===== config.mk =====
export PLATFORM = sky130hd
export DESIGN_NAME = cl_dram_glue_top
export DESIGN_NICKNAME = d
export VERILOG_FILES = /design/src/common/cl_cfg_pkg.sv /design/src/common/cl_types_pkg.sv /design/src/hdl/cl_dram_glue_top.sv /design/src/hdl/ctl_status_regs.sv /design/src/hdl/delay_pipe.sv /design/src/hdl/reset_tree.sv /design/src/stat/stat_bridge.sv
export SDC_FILE = /design/constraint.sdc
export NUM_CORES = 1
export LEC_CHECK = 0
export ABC_AREA = 1
export ABC_CLOCK_PERIOD_IN_PS = 82900
export BUFFER_PORTS_ARGS = -buffer_cell sky130_fd_sc_hd__buf_2
export CAP_MARGIN = 20
export CELL_PAD_IN_SITES_DETAIL_PLACEMENT = 1
export CELL_PAD_IN_SITES_GLOBAL_PLACEMENT = 1
export CORE_MARGIN = 2
export CORE_UTILIZATION = 40
export CTS_BUF_LIST = sky130_fd_sc_hd__clkbuf_16
export CTS_CLUSTER_DIAMETER = 150
export DETAILED_ROUTE_END_ITERATION = 10
export PLACE_DENSITY = 0.71
export SETUP_SLACK_MARGIN = 0.4
export SLEW_MARGIN = 10
export SYNTH_ARGS = -nofsm -noshare
export SYNTH_HDL_FRONTEND = slang
export SYNTH_SLANG_ARGS = --single-unit

===== constraint.sdc =====
create_clock -name clk -period 82.9 [get_ports clk]
set_input_delay 12.435 -clock clk [delete_from_list [all_inputs] [get_ports clk]]
set_output_delay 12.435 -clock clk [all_outputs]
set_load 0.01 [all_outputs]

===== src/common/cl_cfg_pkg.sv =====
`default_nettype none

package cl_cfg_pkg;

   //--------------------------------------------------
   // Channel counts
   //--------------------------------------------------

   // Statistics ports exist only on controllers A, B and D
   localparam int NUM_STAT_CH = 3;

   // Scrub channels A, B, C and D
   localparam int NUM_SCRB_CH = 4;

   //--------------------------------------------------
   // Pipeline depths
   //--------------------------------------------------

   // Register stages between shell and DDR controller stat ports
   localparam int STAT_PIPE_STAGES = 8;

   // Cycles from global reset release to block reset release
   localparam int RST_PIPE_STAGES = 4;

   //--------------------------------------------------
   // Control word layout
   //--------------------------------------------------

   localparam int CTL_DBG_EN_BIT  = 31;
   // Low bit of the 3-bit debug memory select, bits 30:28
   localparam int CTL_DBG_SEL_LSB = 28;

   // Scrub enables with C and D swapped in the word
   localparam int CTL_SCRB_A_BIT = 0;
   localparam int CTL_SCRB_B_BIT = 1;
   localparam int CTL_SCRB_D_BIT = 2;
   localparam int CTL_SCRB_C_BIT = 3;

   // Fixed PCI ID words
   localparam logic [31:0] CL_ID0 = 32'hF000_1D0F;
   localparam logic [31:0] CL_ID1 = 32'h1D51_FEDD;

endpackage

`default_nettype wire


===== src/common/cl_types_pkg.sv =====
`default_nettype none

package cl_types_pkg;

   //--------------------------------------------------
   // Statistics port channels
   //--------------------------------------------------

   // Shell to controller request, 42 bits
   typedef struct packed {
      logic        wr;
      logic        rd;
      logic [7:0]  addr;
      logic [31:0] wdata;
   } stat_req_t;

   // Controller to shell acknowledge, 41 bits
   typedef struct packed {
      logic        ack;
      logic [7:0]  irq;
      logic [31:0] rdata;
   } stat_ack_t;

   //--------------------------------------------------
   // Scrub status
   //--------------------------------------------------

   // Current scrub address of one DDR channel
   typedef logic [63:0] scrub_addr_t;

   // Index of each channel in the scrub arrays
   localparam int SCRB_CH_A = 0;
   localparam int SCRB_CH_B = 1;
   localparam int SCRB_CH_C = 2;
   localparam int SCRB_CH_D = 3;

   // Debug memory select where codes 4 to 7 fall back to A
   typedef enum logic [2:0] {
      DBG_DDRA = 3'd0,
      DBG_DDRB = 3'd1,
      DBG_DDRD = 3'd2,
      DBG_DDRC = 3'd3
   } dbg_sel_e;

endpackage

`default_nettype wire


===== src/hdl/cl_dram_glue_top.sv =====
`timescale 1ns/100ps
`default_nettype none

module cl_dram_glue_top
   import cl_cfg_pkg::*;
   import cl_types_pkg::*;
(
   input  logic                   clk,
   input  logic                   sync_rst_n,

   // Shell control and status
   input  logic [31:0]            ctl_word,
   input  logic                   flr_assert,
   output logic                   flr_done,
   input  scrub_addr_t            scrub_addr [NUM_SCRB_CH],
   output logic [NUM_SCRB_CH-1:0] scrub_en,
   output logic [31:0]            id0,
   output logic [31:0]            id1,

   // Statistics, shell side
   input  stat_req_t              stat_req_in  [NUM_STAT_CH],
   output stat_ack_t              stat_ack_out [NUM_STAT_CH],

   // Statistics, controller side
   output stat_req_t              stat_req_out [NUM_STAT_CH],
   input  stat_ack_t              stat_ack_in  [NUM_STAT_CH]
);

   logic ctl_rst_n;
   logic stat_rst_n;

   //--------------------------------------------------
   // Block resets
   //--------------------------------------------------

   reset_tree reset_tree_inst (
      .clk        (clk),
      .sync_rst_n (sync_rst_n),
      .ctl_rst_n  (ctl_rst_n),
      .stat_rst_n (stat_rst_n)
   );

   //--------------------------------------------------
   // Control, ID readback and FLR
   //--------------------------------------------------

   ctl_status_regs ctl_status_regs_inst (
      .clk        (clk),
      .ctl_rst_n  (ctl_rst_n),
      .ctl_word   (ctl_word),
      .flr_assert (flr_assert),
      .scrub_addr (scrub_addr),
      .scrub_en   (scrub_en),
      .id0        (id0),
      .id1        (id1),
      .flr_done   (flr_done)
   );

   // DDR statistics bridge
   stat_bridge #(
      .STAGES (STAT_PIPE_STAGES)
   ) stat_bridge_inst (
      .clk          (clk),
      .stat_rst_n   (stat_rst_n),
      .stat_req_in  (stat_req_in),
      .stat_req_out (stat_req_out),
      .stat_ack_in  (stat_ack_in),
      .stat_ack_out (stat_ack_out)
   );

endmodule

`default_nettype wire


===== src/hdl/ctl_status_regs.sv =====
`timescale 1ns/100ps
`default_nettype none

module ctl_status_regs
   import cl_cfg_pkg::*;
   import cl_types_pkg::*;
(
   input  logic                   clk,
   input  logic                   ctl_rst_n,
   input  logic [31:0]            ctl_word,
   input  logic                   flr_assert,
   input  scrub_addr_t            scrub_addr [NUM_SCRB_CH],
   output logic [NUM_SCRB_CH-1:0] scrub_en,
   output logic [31:0]            id0,
   output logic [31:0]            id1,
   output logic                   flr_done
);

   logic [31:0] ctl_q;
   logic        dbg_en;
   dbg_sel_e    dbg_sel;
   scrub_addr_t dbg_addr;
   logic        flr_assert_q;

   //--------------------------------------------------
   // Control word capture
   //--------------------------------------------------

   always_ff @(posedge clk or negedge ctl_rst_n)
   begin
      if (!ctl_rst_n)
         ctl_q <= '0;
      else
         ctl_q <= ctl_word;
   end

   // Word bits 2 and 3 map to channels D and C
   assign scrub_en[SCRB_CH_A] = ctl_q[CTL_SCRB_A_BIT];
   assign scrub_en[SCRB_CH_B] = ctl_q[CTL_SCRB_B_BIT];
   assign scrub_en[SCRB_CH_C] = ctl_q[CTL_SCRB_C_BIT];
   assign scrub_en[SCRB_CH_D] = ctl_q[CTL_SCRB_D_BIT];

   assign dbg_en  = ctl_q[CTL_DBG_EN_BIT];
   assign dbg_sel = dbg_sel_e'(ctl_q[CTL_DBG_SEL_LSB +: $bits(dbg_sel_e)]);

   //--------------------------------------------------
   // ID readback
   //--------------------------------------------------

   always_comb
   begin
      case (dbg_sel)
         DBG_DDRA: dbg_addr = scrub_addr[SCRB_CH_A];
         DBG_DDRB: dbg_addr = scrub_addr[SCRB_CH_B];
         DBG_DDRD: dbg_addr = scrub_addr[SCRB_CH_D];
         DBG_DDRC: dbg_addr = scrub_addr[SCRB_CH_C];
         // Unused codes 4 to 7
         default:  dbg_addr = scrub_addr[SCRB_CH_A];
      endcase
   end

   // Live scrub address while debugging, PCI IDs otherwise
   always_ff @(posedge clk or negedge ctl_rst_n)
   begin
      if (!ctl_rst_n)
      begin
         id0 <= CL_ID0;
         id1 <= CL_ID1;
      end
      else if (dbg_en)
      begin
         id0 <= dbg_addr[31:0];
         id1 <= dbg_addr[63:32];
      end
      else
      begin
         id0 <= CL_ID0;
         id1 <= CL_ID1;
      end
   end

   //--------------------------------------------------
   // FLR responder
   //--------------------------------------------------

   // Done pulses every other cycle while the request is held
   always_ff @(posedge clk or negedge ctl_rst_n)
   begin
      if (!ctl_rst_n)
      begin
         flr_assert_q <= 1'b0;
         flr_done     <= 1'b0;
      end
      else
      begin
         flr_assert_q <= flr_assert;
         flr_done     <= flr_assert_q && !flr_done;
      end
   end

   a_flr_done_pulse : assert property (
      @(posedge clk) disable iff (!ctl_rst_n) flr_done |=> !flr_done
   );

endmodule

`default_nettype wire


===== src/hdl/delay_pipe.sv =====
`timescale 1ns/100ps
`default_nettype none

module delay_pipe #(
   parameter int WIDTH  = 1,
   parameter int STAGES = 1
) (
   input  logic             clk,
   input  logic             sync_rst_n,
   input  logic [WIDTH-1:0] in_bus,
   output logic [WIDTH-1:0] out_bus
);

   // Stage 0 takes the input, the last stage drives the output
   logic [WIDTH-1:0] pipe_q [STAGES];

   always_ff @(posedge clk or negedge sync_rst_n)
   begin
      if (!sync_rst_n)
      begin
         for (int i = 0; i < STAGES; i++)
         begin
            pipe_q[i] <= '0;
         end
      end
      else
      begin
         pipe_q[0] <= in_bus;
         for (int i = 1; i < STAGES; i++)
         begin
            pipe_q[i] <= pipe_q[i-1];
         end
      end
   end

   assign out_bus = pipe_q[STAGES-1];

endmodule

`default_nettype wire


===== src/hdl/reset_tree.sv =====
`timescale 1ns/100ps
`default_nettype none

module reset_tree
   import cl_cfg_pkg::*;
(
   input  logic clk,
   input  logic sync_rst_n,
   output logic ctl_rst_n,
   output logic stat_rst_n
);

   //--------------------------------------------------
   // Per-block reset release
   //--------------------------------------------------

   // A constant 1 walks through each pipe once the global reset lifts.
   // The pipe registers clear at once on the falling edge of sync_rst_n,
   // so each block reset asserts asynchronously and releases late
   delay_pipe #(
      .WIDTH  (1),
      .STAGES (RST_PIPE_STAGES)
   ) ctl_rst_pipe_inst (
      .clk        (clk),
      .sync_rst_n (sync_rst_n),
      .in_bus     (1'b1),
      .out_bus    (ctl_rst_n)
   );

   // Separate copy for the stat bridge keeps its reset fanout local
   delay_pipe #(
      .WIDTH  (1),
      .STAGES (RST_PIPE_STAGES)
   ) stat_rst_pipe_inst (
      .clk        (clk),
      .sync_rst_n (sync_rst_n),
      .in_bus     (1'b1),
      .out_bus    (stat_rst_n)
   );

   //--------------------------------------------------
   // Assertions
   //--------------------------------------------------

   // No block may come out of reset while the global reset is held
   a_rst_held : assert property (
      @(posedge clk) !sync_rst_n |-> (!ctl_rst_n && !stat_rst_n)
   );

endmodule

`default_nettype wire


===== src/stat/stat_bridge.sv =====
`timescale 1ns/100ps
`default_nettype none

module stat_bridge
   import cl_cfg_pkg::*;
   import cl_types_pkg::*;
#(
   parameter int STAGES = STAT_PIPE_STAGES
) (
   input  logic      clk,
   input  logic      stat_rst_n,
   input  stat_req_t stat_req_in  [NUM_STAT_CH],
   output stat_req_t stat_req_out [NUM_STAT_CH],
   input  stat_ack_t stat_ack_in  [NUM_STAT_CH],
   output stat_ack_t stat_ack_out [NUM_STAT_CH]
);

   //--------------------------------------------------
   // Per-channel pipelines
   //--------------------------------------------------

   // Plain register stages for timing, no flow control.
   // Reset clears the strobes in flight along with the payload
   for (genvar ch = 0; ch < NUM_STAT_CH; ch++)
   begin : g_ch

      // Shell to controller
      delay_pipe #(
         .WIDTH  ($bits(stat_req_t)),
         .STAGES (STAGES)
      ) req_pipe_inst (
         .clk        (clk),
         .sync_rst_n (stat_rst_n),
         .in_bus     (stat_req_in[ch]),
         .out_bus    (stat_req_out[ch])
      );

      // Controller back to shell
      delay_pipe #(
         .WIDTH  ($bits(stat_ack_t)),
         .STAGES (STAGES)
      ) ack_pipe_inst (
         .clk        (clk),
         .sync_rst_n (stat_rst_n),
         .in_bus     (stat_ack_in[ch]),
         .out_bus    (stat_ack_out[ch])
      );

      // The shell never issues a read and a write in one request
      a_req_onehot : assert property (
         @(posedge clk) disable iff (!stat_rst_n)
            !(stat_req_in[ch].wr && stat_req_in[ch].rd)
      );

   end

endmodule

`default_nettype wire


==> results of run 1 <==
## state kept, by name, indices dropped and copies added, names as in the netlist, 2 cells and up
name / count
ctl_status_regs_inst.ctl_q: 8
stat_bridge_inst.g_ch.ack_pipe_inst.out_bus: 123
ctl_status_regs_inst.id0: 32
stat_bridge_inst.g_ch.req_pipe_inst.out_bus: 126
ctl_status_regs_inst.id1: 32
reset_tree_inst.ctl_rst_pipe_inst.pipe_q: 2
stat_bridge_inst.g_ch.req_pipe_inst.pipe_q: 882
stat_bridge_inst.g_ch.ack_pipe_inst.pipe_q: 861
## where the power goes
part	internal [mW]	leakage, nW	switching [mW]
Sequential	1.06	24.1	0.0200
Clock	0.455	3.09	0.391
Combinational	0.0195	4.82	0.0439
## cells in the final DEF (no fill, tap or decap), drive strengths merged
master and n:
nand2 195, clkinvlp 8, nand4 64, nor2 133, dfstp 32, a21oi 32, inv 89, clkbuf 189
conb 1, buf 873, clkinv 90, dfrtp 2038, nand3 32, bufinv 11, diode 18, o21ai 32
## cell families (layout without fill, tap and decap cells)
group	after synthesis	in the layout	share of synthesized area, %
other cells	1	19	0.00666
compound gates	64	64	0.569
simple gates	424	424	3.24
buf+inv	343	1260	4.10
flops	2070	2070	92.1
## Yosys cell counts
master / number
sky130_fd_sc_hd__dfrtp_1: 2038
sky130_fd_sc_hd__buf_1: 2
sky130_fd_sc_hd__inv_2: 3
sky130_fd_sc_hd__nand4_1: 64
sky130_fd_sc_hd__a21oi_1: 32
sky130_fd_sc_hd__nor2_4: 2
sky130_fd_sc_hd__nand3_1: 32
sky130_fd_sc_hd__o21ai_1: 5
sky130_fd_sc_hd__clkbuf_1: 10
sky130_fd_sc_hd__nor2_2: 2
sky130_fd_sc_hd__buf_4: 258
sky130_fd_sc_hd__dfstp_2: 32
sky130_fd_sc_hd__nor2_1: 129
sky130_fd_sc_hd__o21ai_0: 27
sky130_fd_sc_hd__nand2_1: 193
sky130_fd_sc_hd__conb_1: 1
sky130_fd_sc_hd__nand2_2: 1
sky130_fd_sc_hd__inv_1: 37
sky130_fd_sc_hd__clkbuf_2: 3
sky130_fd_sc_hd__buf_6: 2
sky130_fd_sc_hd__buf_2: 28
sky130_fd_sc_hd__nand2_4: 1
## cell type report
class                           count  area share (%)
Sequential cell                  2070            77.1
Clock buffer                      189            7.03
Timing Repair Buffer              873            6.88
Tap cell                         1876            3.49
Multi-Input combinational cell    489            3.20
Clock inverter                    158            2.00
Inverter                           40           0.223
Antenna cell                       18          0.0670
## per-layer routing
| layer | routed length [um] | global-route usage (%) | vias to the layer above |
|---|---|---|---|
| li1 | - | - | 10360 |
| met1 | 40700 | 17.0 | 13229 |
| met2 | 74700 | 35.0 | 809 |
| met3 | 8710 | 5.44 | 266 |
| met4 | 5400 | 8.90 | 20 |
| met5 | 134 | 0 | - |
## worst paths after layout
check                      slack [ns]                                                 end  cells after the start
min reg2reg                      0.29   stat_bridge_inst.g_ch[1].req_pipe_inst.pipe_q[92]                      0
max reg2reg                     77.19   stat_bridge_inst.g_ch[0].ack_pipe_inst.out_bus[3]                      9
max                             68.96                                             id1[12]                      1
min in group asynchronous        0.48  stat_bridge_inst.g_ch[0].req_pipe_inst.pipe_q[285]                      0
min                              0.29   stat_bridge_inst.g_ch[1].req_pipe_inst.pipe_q[92]                      0
max in group asynchronous       71.35           reset_tree_inst.ctl_rst_pipe_inst.out_bus                      1
==> flow_summary.ini, run 1 <==
[status]
status = complete, no violations

[finish]
final_nets = 4203
layout_cell_share_with_drive_strength_beyond_1_pct = 30.8
multiInputGateArea_um2 = 2150
areaGrowthSynthToFinish_pct = 19.4
seq_area_um2 = 51800
final_cells = 5713
filler_cell_count = 13432
layout.core_utilization_pct = 48.2
stdcell_area_um2 = 67200

[setup_path]
cp_cell_sequence = buf_2
setup.worst_path.end_class = primary output
worstPathRequired_ns = 70.46
cp-start-kind = flip-flop
worst-endpoint-arrival_ns = 1.50
crit_path_max_incr_delay_ns = 0.51
path_delay_family = flip-flops
rr_startpoint = reset_tree_inst.ctl_rst_pipe_inst.out_bus
crit_path_max_fanout = 1
timing.critical_path.from = ctl_status_regs_inst.id1[12]
critPathSlowestCell = sky130_fd_sc_hd__dfstp_2
worst-setup-path-type = reg2out
cp.buffers_inverters = 1

[clocking]
cts_tree = done
ctsHtreeMaxLevel = 4
root_buffer_cell = sky130_fd_sc_hd__clkbuf_16
cts_sinks = 2070
post_cts_resize_count = 0
number_of_buffers_created_by_cts = 189
insertion_delay_ns = 0.85
postCtsHoldBufs = 0
post-cts-setup-buffer-count = 0
cts_max_path_buffers = 3
clock_edge_transition_at_the_registers_on_the_reported_setup_and_hold_paths_ns = 0.06

[sta]
final.min_clock_period_ns = 13.94
worst_slew_margin_relative_to_its_limit_pct = 30.0
timing.fmax_ghz = 0.0718
min_period_over_period_pct = 16.8
fin_tns_setup_ns = 0
final-hold-violation-count = 0
final.hold.worst_slack_ns = 0.294
worst_clock_skew_ns = 0.0685
worst_pin_slew_ns = 1.05
setup_failing_eps_final = 0
rsz0062_at_grt = no
layout_setup_ws_ns = 68.96
drv_slew = 0

[synthesis]
netlist_top_cells_area = sky130_fd_sc_hd__dfrtp_1, sky130_fd_sc_hd__buf_4, sky130_fd_sc_hd__dfstp_2
average_instance_area_after_synthesis_um2 = 19.4
synth.ff_latch_count = 2070
synthDominantAreaCellType = sky130_fd_sc_hd__dfrtp_1
seq_area_frac_synth_pct = 92.1
syn_nets = 3442
yosys_warnings = 0
netlist_instances = 2902
synth_top_area_share_pct = 90.6
synth_area_um2 = 56300
netlist-cell-type-count = 22

[pwr]
post-layout-total-power_mw = 1.99
power.ir.vdd_worst_v = 0.0000235
power_density_nw_per_um2 = 29.6
leakage_nw = 32.0

[place]
numPlacedInstances = 5341
dp.final_hpwl_um = 79100
placedInstanceArea_um2 = 60900
dp_worst_setup_slack_ns = 69.55
io_port_bufs = 833
finalWeightedCongestion = 0.752

[route]
detail_route.drc_violations = 0
ant_nets = 0
routed_wire_length_per_instance_um = 22.7
drt_iter0_markers = 1130
dr_total_vias = 24684
via_per_inst = 4.32
postRouteWirelength_um = 130000
first_pass_drt_iterations = 4

[grt]
first_pass_grt_wire_length_um = 186000
first_global_vias = 29252
pin_count_of_the_biggest_net_entering_global_routing = 188
grt_antenna_before_repair = 41
grt.total_usage_pct = 18.1
grt-ovfl-total = 0

[run]
timing.max_cap.violations = 0

[die]
floorplan.initialDensity_pct = 40.3
floorplan.core_area_um2 = 140000
top_level_ports = 858
num_rows = 137
die-height_um = 379
fp.dieArea_um2 = 144000
die_x_um = 379

[min_path]
hold_start = stat_bridge_inst.g_ch[1].req_pipe_inst.pipe_q[134]
hp-class = reg2reg
Note: power is estimated with default switching activity, not from simulation.
==> inputs of run 2 (changes only) <==
ABC_AREA = 0   (was 1)
ABC_CLOCK_PERIOD_IN_PS = 13300   (was 82900)
PLACE_DENSITY = 0.7   (was 0.71)
clock period = 13.3 ns   (was 82.9 ns; I/O delays follow)
==> run 2 against run 1 <==
Compared with the run above: sequential cell count did not move; synthesized cell count fell by 9.7%; clock power rose to 6.3 times the previous value; critical path type is now reg2async.
==> flow_summary.ini, run 2 <==
[route]
via_per_inst = 4.37
detail_route.drc_violations = 0
drt_iter0_markers = 1173
routed_wire_length_per_instance_um = 24.1
first_pass_drt_iterations = 4
postRouteWirelength_um = 130000
dr_total_vias = 23465
ant_nets = 0

[pwr]
pwr-share-clk_pct = 42.9
power_density_nw_per_um2 = 187
leakage_nw = 31.4
power.ir.vdd_worst_v = 0.000151
share_seq_of_total_power_pct = 54.0
power.combinational.fraction_pct = 3.1
post-layout-total-power_mw = 12.5
cell_internal_pwr_mw = 9.73
p_switching_mw = 2.78
swShare_pct = 22.2

[min_path]
hold_start = stat_bridge_inst.g_ch[1].ack_pipe_inst.pipe_q[175]
hp-class = reg2reg
worst_hold_path.num_cells = 0
worstHoldEndpoint = stat_bridge_inst.g_ch[1].ack_pipe_inst.pipe_q[134]

[synthesis]
synth_ff_type = sky130_fd_sc_hd__dfrtp_1
synth-edff-count = 0
yosys_warnings = 0
average_instance_area_after_synthesis_um2 = 21.3
synth.ff_latch_count = 2070
synth_adder_area_share_pct = 0
netlist-cell-type-count = 23
yosysMostFrequentCell = sky130_fd_sc_hd__dfrtp_1
synth_xor_xnor_area_share_pct = 0
netlist_top_cells_area = sky130_fd_sc_hd__dfrtp_1, sky130_fd_sc_hd__buf_4, sky130_fd_sc_hd__dfstp_2
combinational_family_with_the_most_area_after_synthesis = buffers and inverters
post_synth_most_frequent_cells = sky130_fd_sc_hd__dfrtp_1, sky130_fd_sc_hd__buf_4, sky130_fd_sc_hd__mux2_1
syn_nets = 3160
seq_area_frac_synth_pct = 93.0
synth_async_sr_flop_share_pct = 100
synth_compound_area_share_pct = 1.12
post_synth_and_or_nand_nor_area_fraction_pct = 0.790
netlist_instances = 2620
synth_top_area_share_pct = 91.5
synth_area_um2 = 55700
synth.mux.area_fraction_pct = 1.35
synthDominantAreaCellType = sky130_fd_sc_hd__dfrtp_1

[finish]
largest_register_ffs = 882
layout_common_cells = sky130_fd_sc_hd__dfrtp_1, sky130_fd_sc_hd__buf_2, sky130_fd_sc_hd__clkbuf_16
areaGrowthSynthToFinish_pct = 19.8
layout_cell_share_with_drive_strength_beyond_1_pct = 33.6
final_cells = 5373
max_flop_register = stat_bridge_inst.g_ch.req_pipe_inst.pipe_q
final_nets = 3929
stdcell_area_um2 = 66800
mostFrequentLayoutCell = sky130_fd_sc_hd__dfrtp_1

[grt]
grt.total_usage_pct = 18.5
grt-ovfl-total = 0
first_global_vias = 27514
grt_antenna_before_repair = 60
first_pass_grt_wire_length_um = 186000
pin_count_of_the_biggest_net_entering_global_routing = 195

[sta]
setup_failing_eps_final = 0
worst_pin_slew_ns = 1.05
rsz0062_at_grt = no
timing.fmax_ghz = 0.282
final.min_clock_period_ns = 3.55
min_period_over_period_pct = 26.7
drv_slew = 0
final-hold-violation-count = 0
worst_slew_margin_relative_to_its_limit_pct = 29.7
final.hold.worst_slack_ns = 0.296
worst_clock_skew_ns = 0.0599
fin_tns_setup_ns = 0

[setup_path]
setup.worst_path.end_class = asynchronous set/reset pin
worstPathRequired_ns = 14.09
rr_startpoint = reset_tree_inst.ctl_rst_pipe_inst.out_bus
worst-setup-path-type = reg2async
worst-endpoint-arrival_ns = 4.34
cp-start-kind = flip-flop
crit_path_max_fanout = 194
timing.reg2reg.setup_slack_ns = 9.75
rr_worst_depth = 3
r2r-end = stat_bridge_inst.g_ch[2].ack_pipe_inst.pipe_q[224]

[status]
status = complete, no violations

[place]
finalWeightedCongestion = 0.888
numPlacedInstances = 4985
dp.final_hpwl_um = 78100
placedInstanceArea_um2 = 60400
io_port_bufs = 833

[run]
timing.max_cap.violations = 0

[clocking]
ctsHtreeMaxLevel = 4
cts_max_path_buffers = 3
clock_edge_transition_at_the_registers_on_the_reported_setup_and_hold_paths_ns = 0.06
insertion_delay_ns = 0.81
post_cts_resize_count = 0
postCtsHoldBufs = 0
number_of_buffers_created_by_cts = 192
cts_tree = done
root_buffer_cell = sky130_fd_sc_hd__clkbuf_16
cts_sinks = 2070
post-cts-setup-buffer-count = 0

[die]
top_level_ports = 858
die_x_um = 377
fp.dieArea_um2 = 142000
die-height_um = 377
floorplan.core_area_um2 = 138000
floorplan.initialDensity_pct = 40.4
num_rows = 136
## run 2: changes by cell type after synthesis, moves of 22 or more
| cell | change |
|---|---|
| sky130_fd_sc_hd__o21ai_0 | -25 |
| sky130_fd_sc_hd__nor2_1 | -97 |
| sky130_fd_sc_hd__o21ai_1 | +25 |
| sky130_fd_sc_hd__mux2_1 | +34 |
| sky130_fd_sc_hd__nand4_1 | -64 |
| sky130_fd_sc_hd__a22oi_1 | +32 |
| sky130_fd_sc_hd__inv_1 | -37 |
| sky130_fd_sc_hd__mux2_2 | +22 |
| sky130_fd_sc_hd__o22ai_1 | +32 |
| sky130_fd_sc_hd__a21oi_1 | -32 |
| sky130_fd_sc_hd__nand2_1 | -161 |
## run 2: how the worst max path moves through the flow
stage,cells after the start,endpoint,start
after CTS,3,stat_bridge_inst.g_ch[1].req_pipe_inst.pipe_q[278],reset_tree_inst.ctl_rst_pipe_inst.out_bus
after global routing,3,stat_bridge_inst.g_ch[0].req_pipe_inst.pipe_q[227],reset_tree_inst.ctl_rst_pipe_inst.out_bus
final,3,stat_bridge_inst.g_ch[2].ack_pipe_inst.pipe_q[224],reset_tree_inst.ctl_rst_pipe_inst.out_bus
after global placement,3,stat_bridge_inst.g_ch[0].req_pipe_inst.pipe_q[266],reset_tree_inst.ctl_rst_pipe_inst.out_bus
after detailed placement,3,stat_bridge_inst.g_ch[1].req_pipe_inst.pipe_q[63],reset_tree_inst.ctl_rst_pipe_inst.out_bus
after floorplan,0,ctl_status_regs_inst.ctl_q[0],reset_tree_inst.ctl_rst_pipe_inst.out_bus
## run 2: metrics by stage
stage	worst slack [ns]	util (%)
2_1_floorplan	-6.37	-
3_3_place_gp	9.58	43.8
6_report	9.75	48.4
3_5_place_dp	9.51	43.8
4_1_cts	9.46	48.3
5_1_grt	9.23	48.4
## run 2: cell type report
cell class	count	area, um2
Fill cell	12849	71100
Sequential cell	2070	51800
Clock buffer	194	4850
Timing Repair Buffer	861	4550
Tap cell	1794	2240
Multi-Input combinational cell	264	1830
Clock inverter	160	1360
Antenna cell	30	75.1
## run 2: cells by family after synthesis
kind of cell           Yosys count
and+or+nand+nor                101
DFF                           2070
muxes                           64
AOI/OAI and AO/OA               98
buffers and inverters          286
other                            1
## run 2: per-layer routing
layer	wire, um	global-route usage (%)	part of all wire, %
met5	259	0	0.20
met4	7370	9.96	5.7
met3	10500	6.99	8.1
met2	71300	34.0	55
met1	40200	17.5	31
## run 2: critical path: stages (launching register included)
cell                      delay (ns)
sky130_fd_sc_hd__dfrtp_4        1.04
sky130_fd_sc_hd__buf_4          0.68
sky130_fd_sc_hd__buf_4          0.80
sky130_fd_sc_hd__buf_12         0.72
## run 2: power groups by stage
| stage | Clock, mW | Combinational [mW] | Sequential (mW) |
|---|---|---|---|
| finish | 5.36 | 0.393 | 6.75 |
| floorplan | 0 | 0.131 | 6.90 |
| global placement | 0 | 0.379 | 6.81 |
| global route | 5.76 | 0.431 | 6.78 |
| detailed placement | 0 | 0.390 | 6.86 |
| CTS | 5.54 | 0.397 | 6.76 |
==> inputs of run 3 (changes only) <==
ABC_CLOCK_PERIOD_IN_PS = 3600   (was 13300)
clock period = 3.6 ns   (was 13.3 ns; I/O delays follow)
==> run 3 against run 2 <==
Compared with the run above: register-to-register slack got worse by 8.9 ns; clock-buffer cell count is the same; clock power grew to 4.0 times the previous value; critical path type is now reg2reg; highest routed layer unchanged; first-iteration DRC count is 4.9% lower; routed wire length increased by 16%.
==> flow_summary.ini, run 3 (synthesis gave the netlist of run 2 again) <==
[status]
status = complete, no violations

[finish]
areaGrowthSynthToFinish_pct = 27.7
layout_common_cells = sky130_fd_sc_hd__dfrtp_1, sky130_fd_sc_hd__buf_2, sky130_fd_sc_hd__dlygate4sd3_1
seq_area_um2 = 51800
stdcell_area_um2 = 71200
max_flop_register = stat_bridge_inst.g_ch.req_pipe_inst.pipe_q
filler_cell_count = 12638
largest_register_ffs = 882
multiInputGateArea_um2 = 1830
final_cells = 5787
layout_cell_share_with_drive_strength_beyond_1_pct = 31.7
final_nets = 4333
mostFrequentLayoutCell = sky130_fd_sc_hd__dfrtp_1

[grt]
grt.met1_usage_pct = 21.9
grt_antenna_before_repair = 47
first_pass_grt_wire_length_um = 215000
grt_use_met3_pct = 6.53
grt.total_usage_pct = 21.3
global_route.usage.met2_pct = 39.4
grt-ovfl-total = 0
first_global_vias = 31117
grt_busiest_layer = met2
pin_count_of_the_biggest_net_entering_global_routing = 135

[die]
die_x_um = 377
floorplan.initialDensity_pct = 40.4
top_level_ports = 858
num_rows = 136
die-height_um = 377
floorplan.core_area_um2 = 138000
fp.dieArea_um2 = 142000

[setup_path]
worst-endpoint-arrival_ns = 3.48
worstPathRequired_ns = 4.33
worst-setup-path-type = reg2reg
crit_path_max_fanout = 41
cp-start-kind = flip-flop
setup.worst_path.end_class = flip-flop

[route]
detail_route.drc_violations = 0
drt_iter0_markers = 1116
routed_wire_length_per_instance_um = 26.1
first_pass_drt_iterations = 5
ant_nets = 0
postRouteWirelength_um = 151000
via_per_inst = 4.42
dr_total_vias = 25565

[clocking]
cts_tree = done
number_of_buffers_created_by_cts = 193
ctsHtreeMaxLevel = 4
cts_max_path_buffers = 3
cts_sinks = 2070
clock_edge_transition_at_the_registers_on_the_reported_setup_and_hold_paths_ns = 0.06
insertion_delay_ns = 0.82
root_buffer_cell = sky130_fd_sc_hd__clkbuf_16

[place]
dp.final_hpwl_um = 81200
numPlacedInstances = 5028
finalWeightedCongestion = 0.898
dp_worst_setup_slack_ns = 1.39
io_port_bufs = 833
placedInstanceArea_um2 = 60800

[pwr]
power.ir.vdd_worst_v = 0.000757
post-layout-total-power_mw = 48.2
leakage_nw = 33.2
power_density_nw_per_um2 = 678

[sta]
final.min_clock_period_ns = 2.75
timing.fmax_ghz = 0.364
setup_failing_eps_final = 0
fin_tns_setup_ns = 0
min_period_over_period_pct = 76.4
worst_pin_slew_ns = 1.11
drv_slew = 0
final-hold-violation-count = 0
worst_slew_margin_relative_to_its_limit_pct = 26.1
worst_clock_skew_ns = 0.0574
rsz0062_at_grt = no
layout_setup_ws_ns = 0.851

[min_path]
hp-class = in2reg

[run]
timing.max_cap.violations = 0
run 3: cell types whose count changed in the layout (fill, tap and decap cells not counted), moves of 12 or more:
cell	before	now
sky130_fd_sc_hd__dlygate4sd3_1	0	363
sky130_fd_sc_hd__buf_12	7	20
sky130_fd_sc_hd__inv_1	49	27
sky130_fd_sc_hd__buf_4	16	48
sky130_fd_sc_hd__bufinv_16	16	28
run 3: metrics by stage:
step | hold slack, ns | utilization [%]
finish | 0.0702 | 51.6
global route | 0.0183 | 51.6
detailed placement | 0.336 | 44.1
floorplan | 0.244 | -
global placement | 0.331 | 44.1
CTS | 0.00198 | 51.5
run 3: what timing repair did:
item,4_1_cts,5_1_grt
setup buffers,0,0
endpoints found under the hold margin,324,0
hold buffers,363,0
gates resized for setup,0,0
run 3: power by group:
part           internal (mW)  switching [mW]  total, mW  leakage, nW
clock                   11.9            9.38       21.3         3.29
combinational          0.787            1.12       1.91         5.82
sequential              24.5           0.552       25.0         24.1
run 3: cell type report:
type,instances,share of cell area [%]
well taps,1794,3.15
clock buffers,194,6.82
multi-input cells,264,2.57
diodes,37,0.130
repair buffers,1264,12.0
flip-flops and latches,2070,72.9
clock inverters,164,2.42
run 3: worst max-delay path, stage by stage, from the launching register on:
cell                            delay, ns
sky130_fd_sc_hd__dfrtp_4             0.86
sky130_fd_sc_hd__buf_4               0.39
sky130_fd_sc_hd__mux2_2              0.46
sky130_fd_sc_hd__a22oi_1             0.25
sky130_fd_sc_hd__nand3_1             0.12
sky130_fd_sc_hd__dlygate4sd3_1       0.57
run 3: layer usage:
layer  vias to the layer above  wire, um
met1                     13807     50000
li1                      10457         -
met5                         -       208
met3                       319     10100
met2                       950     83600
met4                        32      7100
run 3: final timing paths:
path | start | endpoint | slack [ns] | depth (start not counted)
max | ctl_status_regs_inst.ctl_q[28] | ctl_status_regs_inst.id0[2] | 0.85 | 5
max in group asynchronous | reset_tree_inst.ctl_rst_pipe_inst.out_bus | stat_bridge_inst.g_ch[1].ack_pipe_inst.pipe_q[283] | 1.72 | 1
min in group asynchronous | sync_rst_n | reset_tree_inst.ctl_rst_pipe_inst.out_bus | 0.14 | 2
min | scrub_addr[197] | ctl_status_regs_inst.id0[5] | 0.07 | 3
min reg2reg | stat_bridge_inst.g_ch[2].ack_pipe_inst.pipe_q[99] | stat_bridge_inst.g_ch[2].ack_pipe_inst.pipe_q[58] | 0.31 | 0
max reg2reg | ctl_status_regs_inst.ctl_q[28] | ctl_status_regs_inst.id0[2] | 0.85 | 5
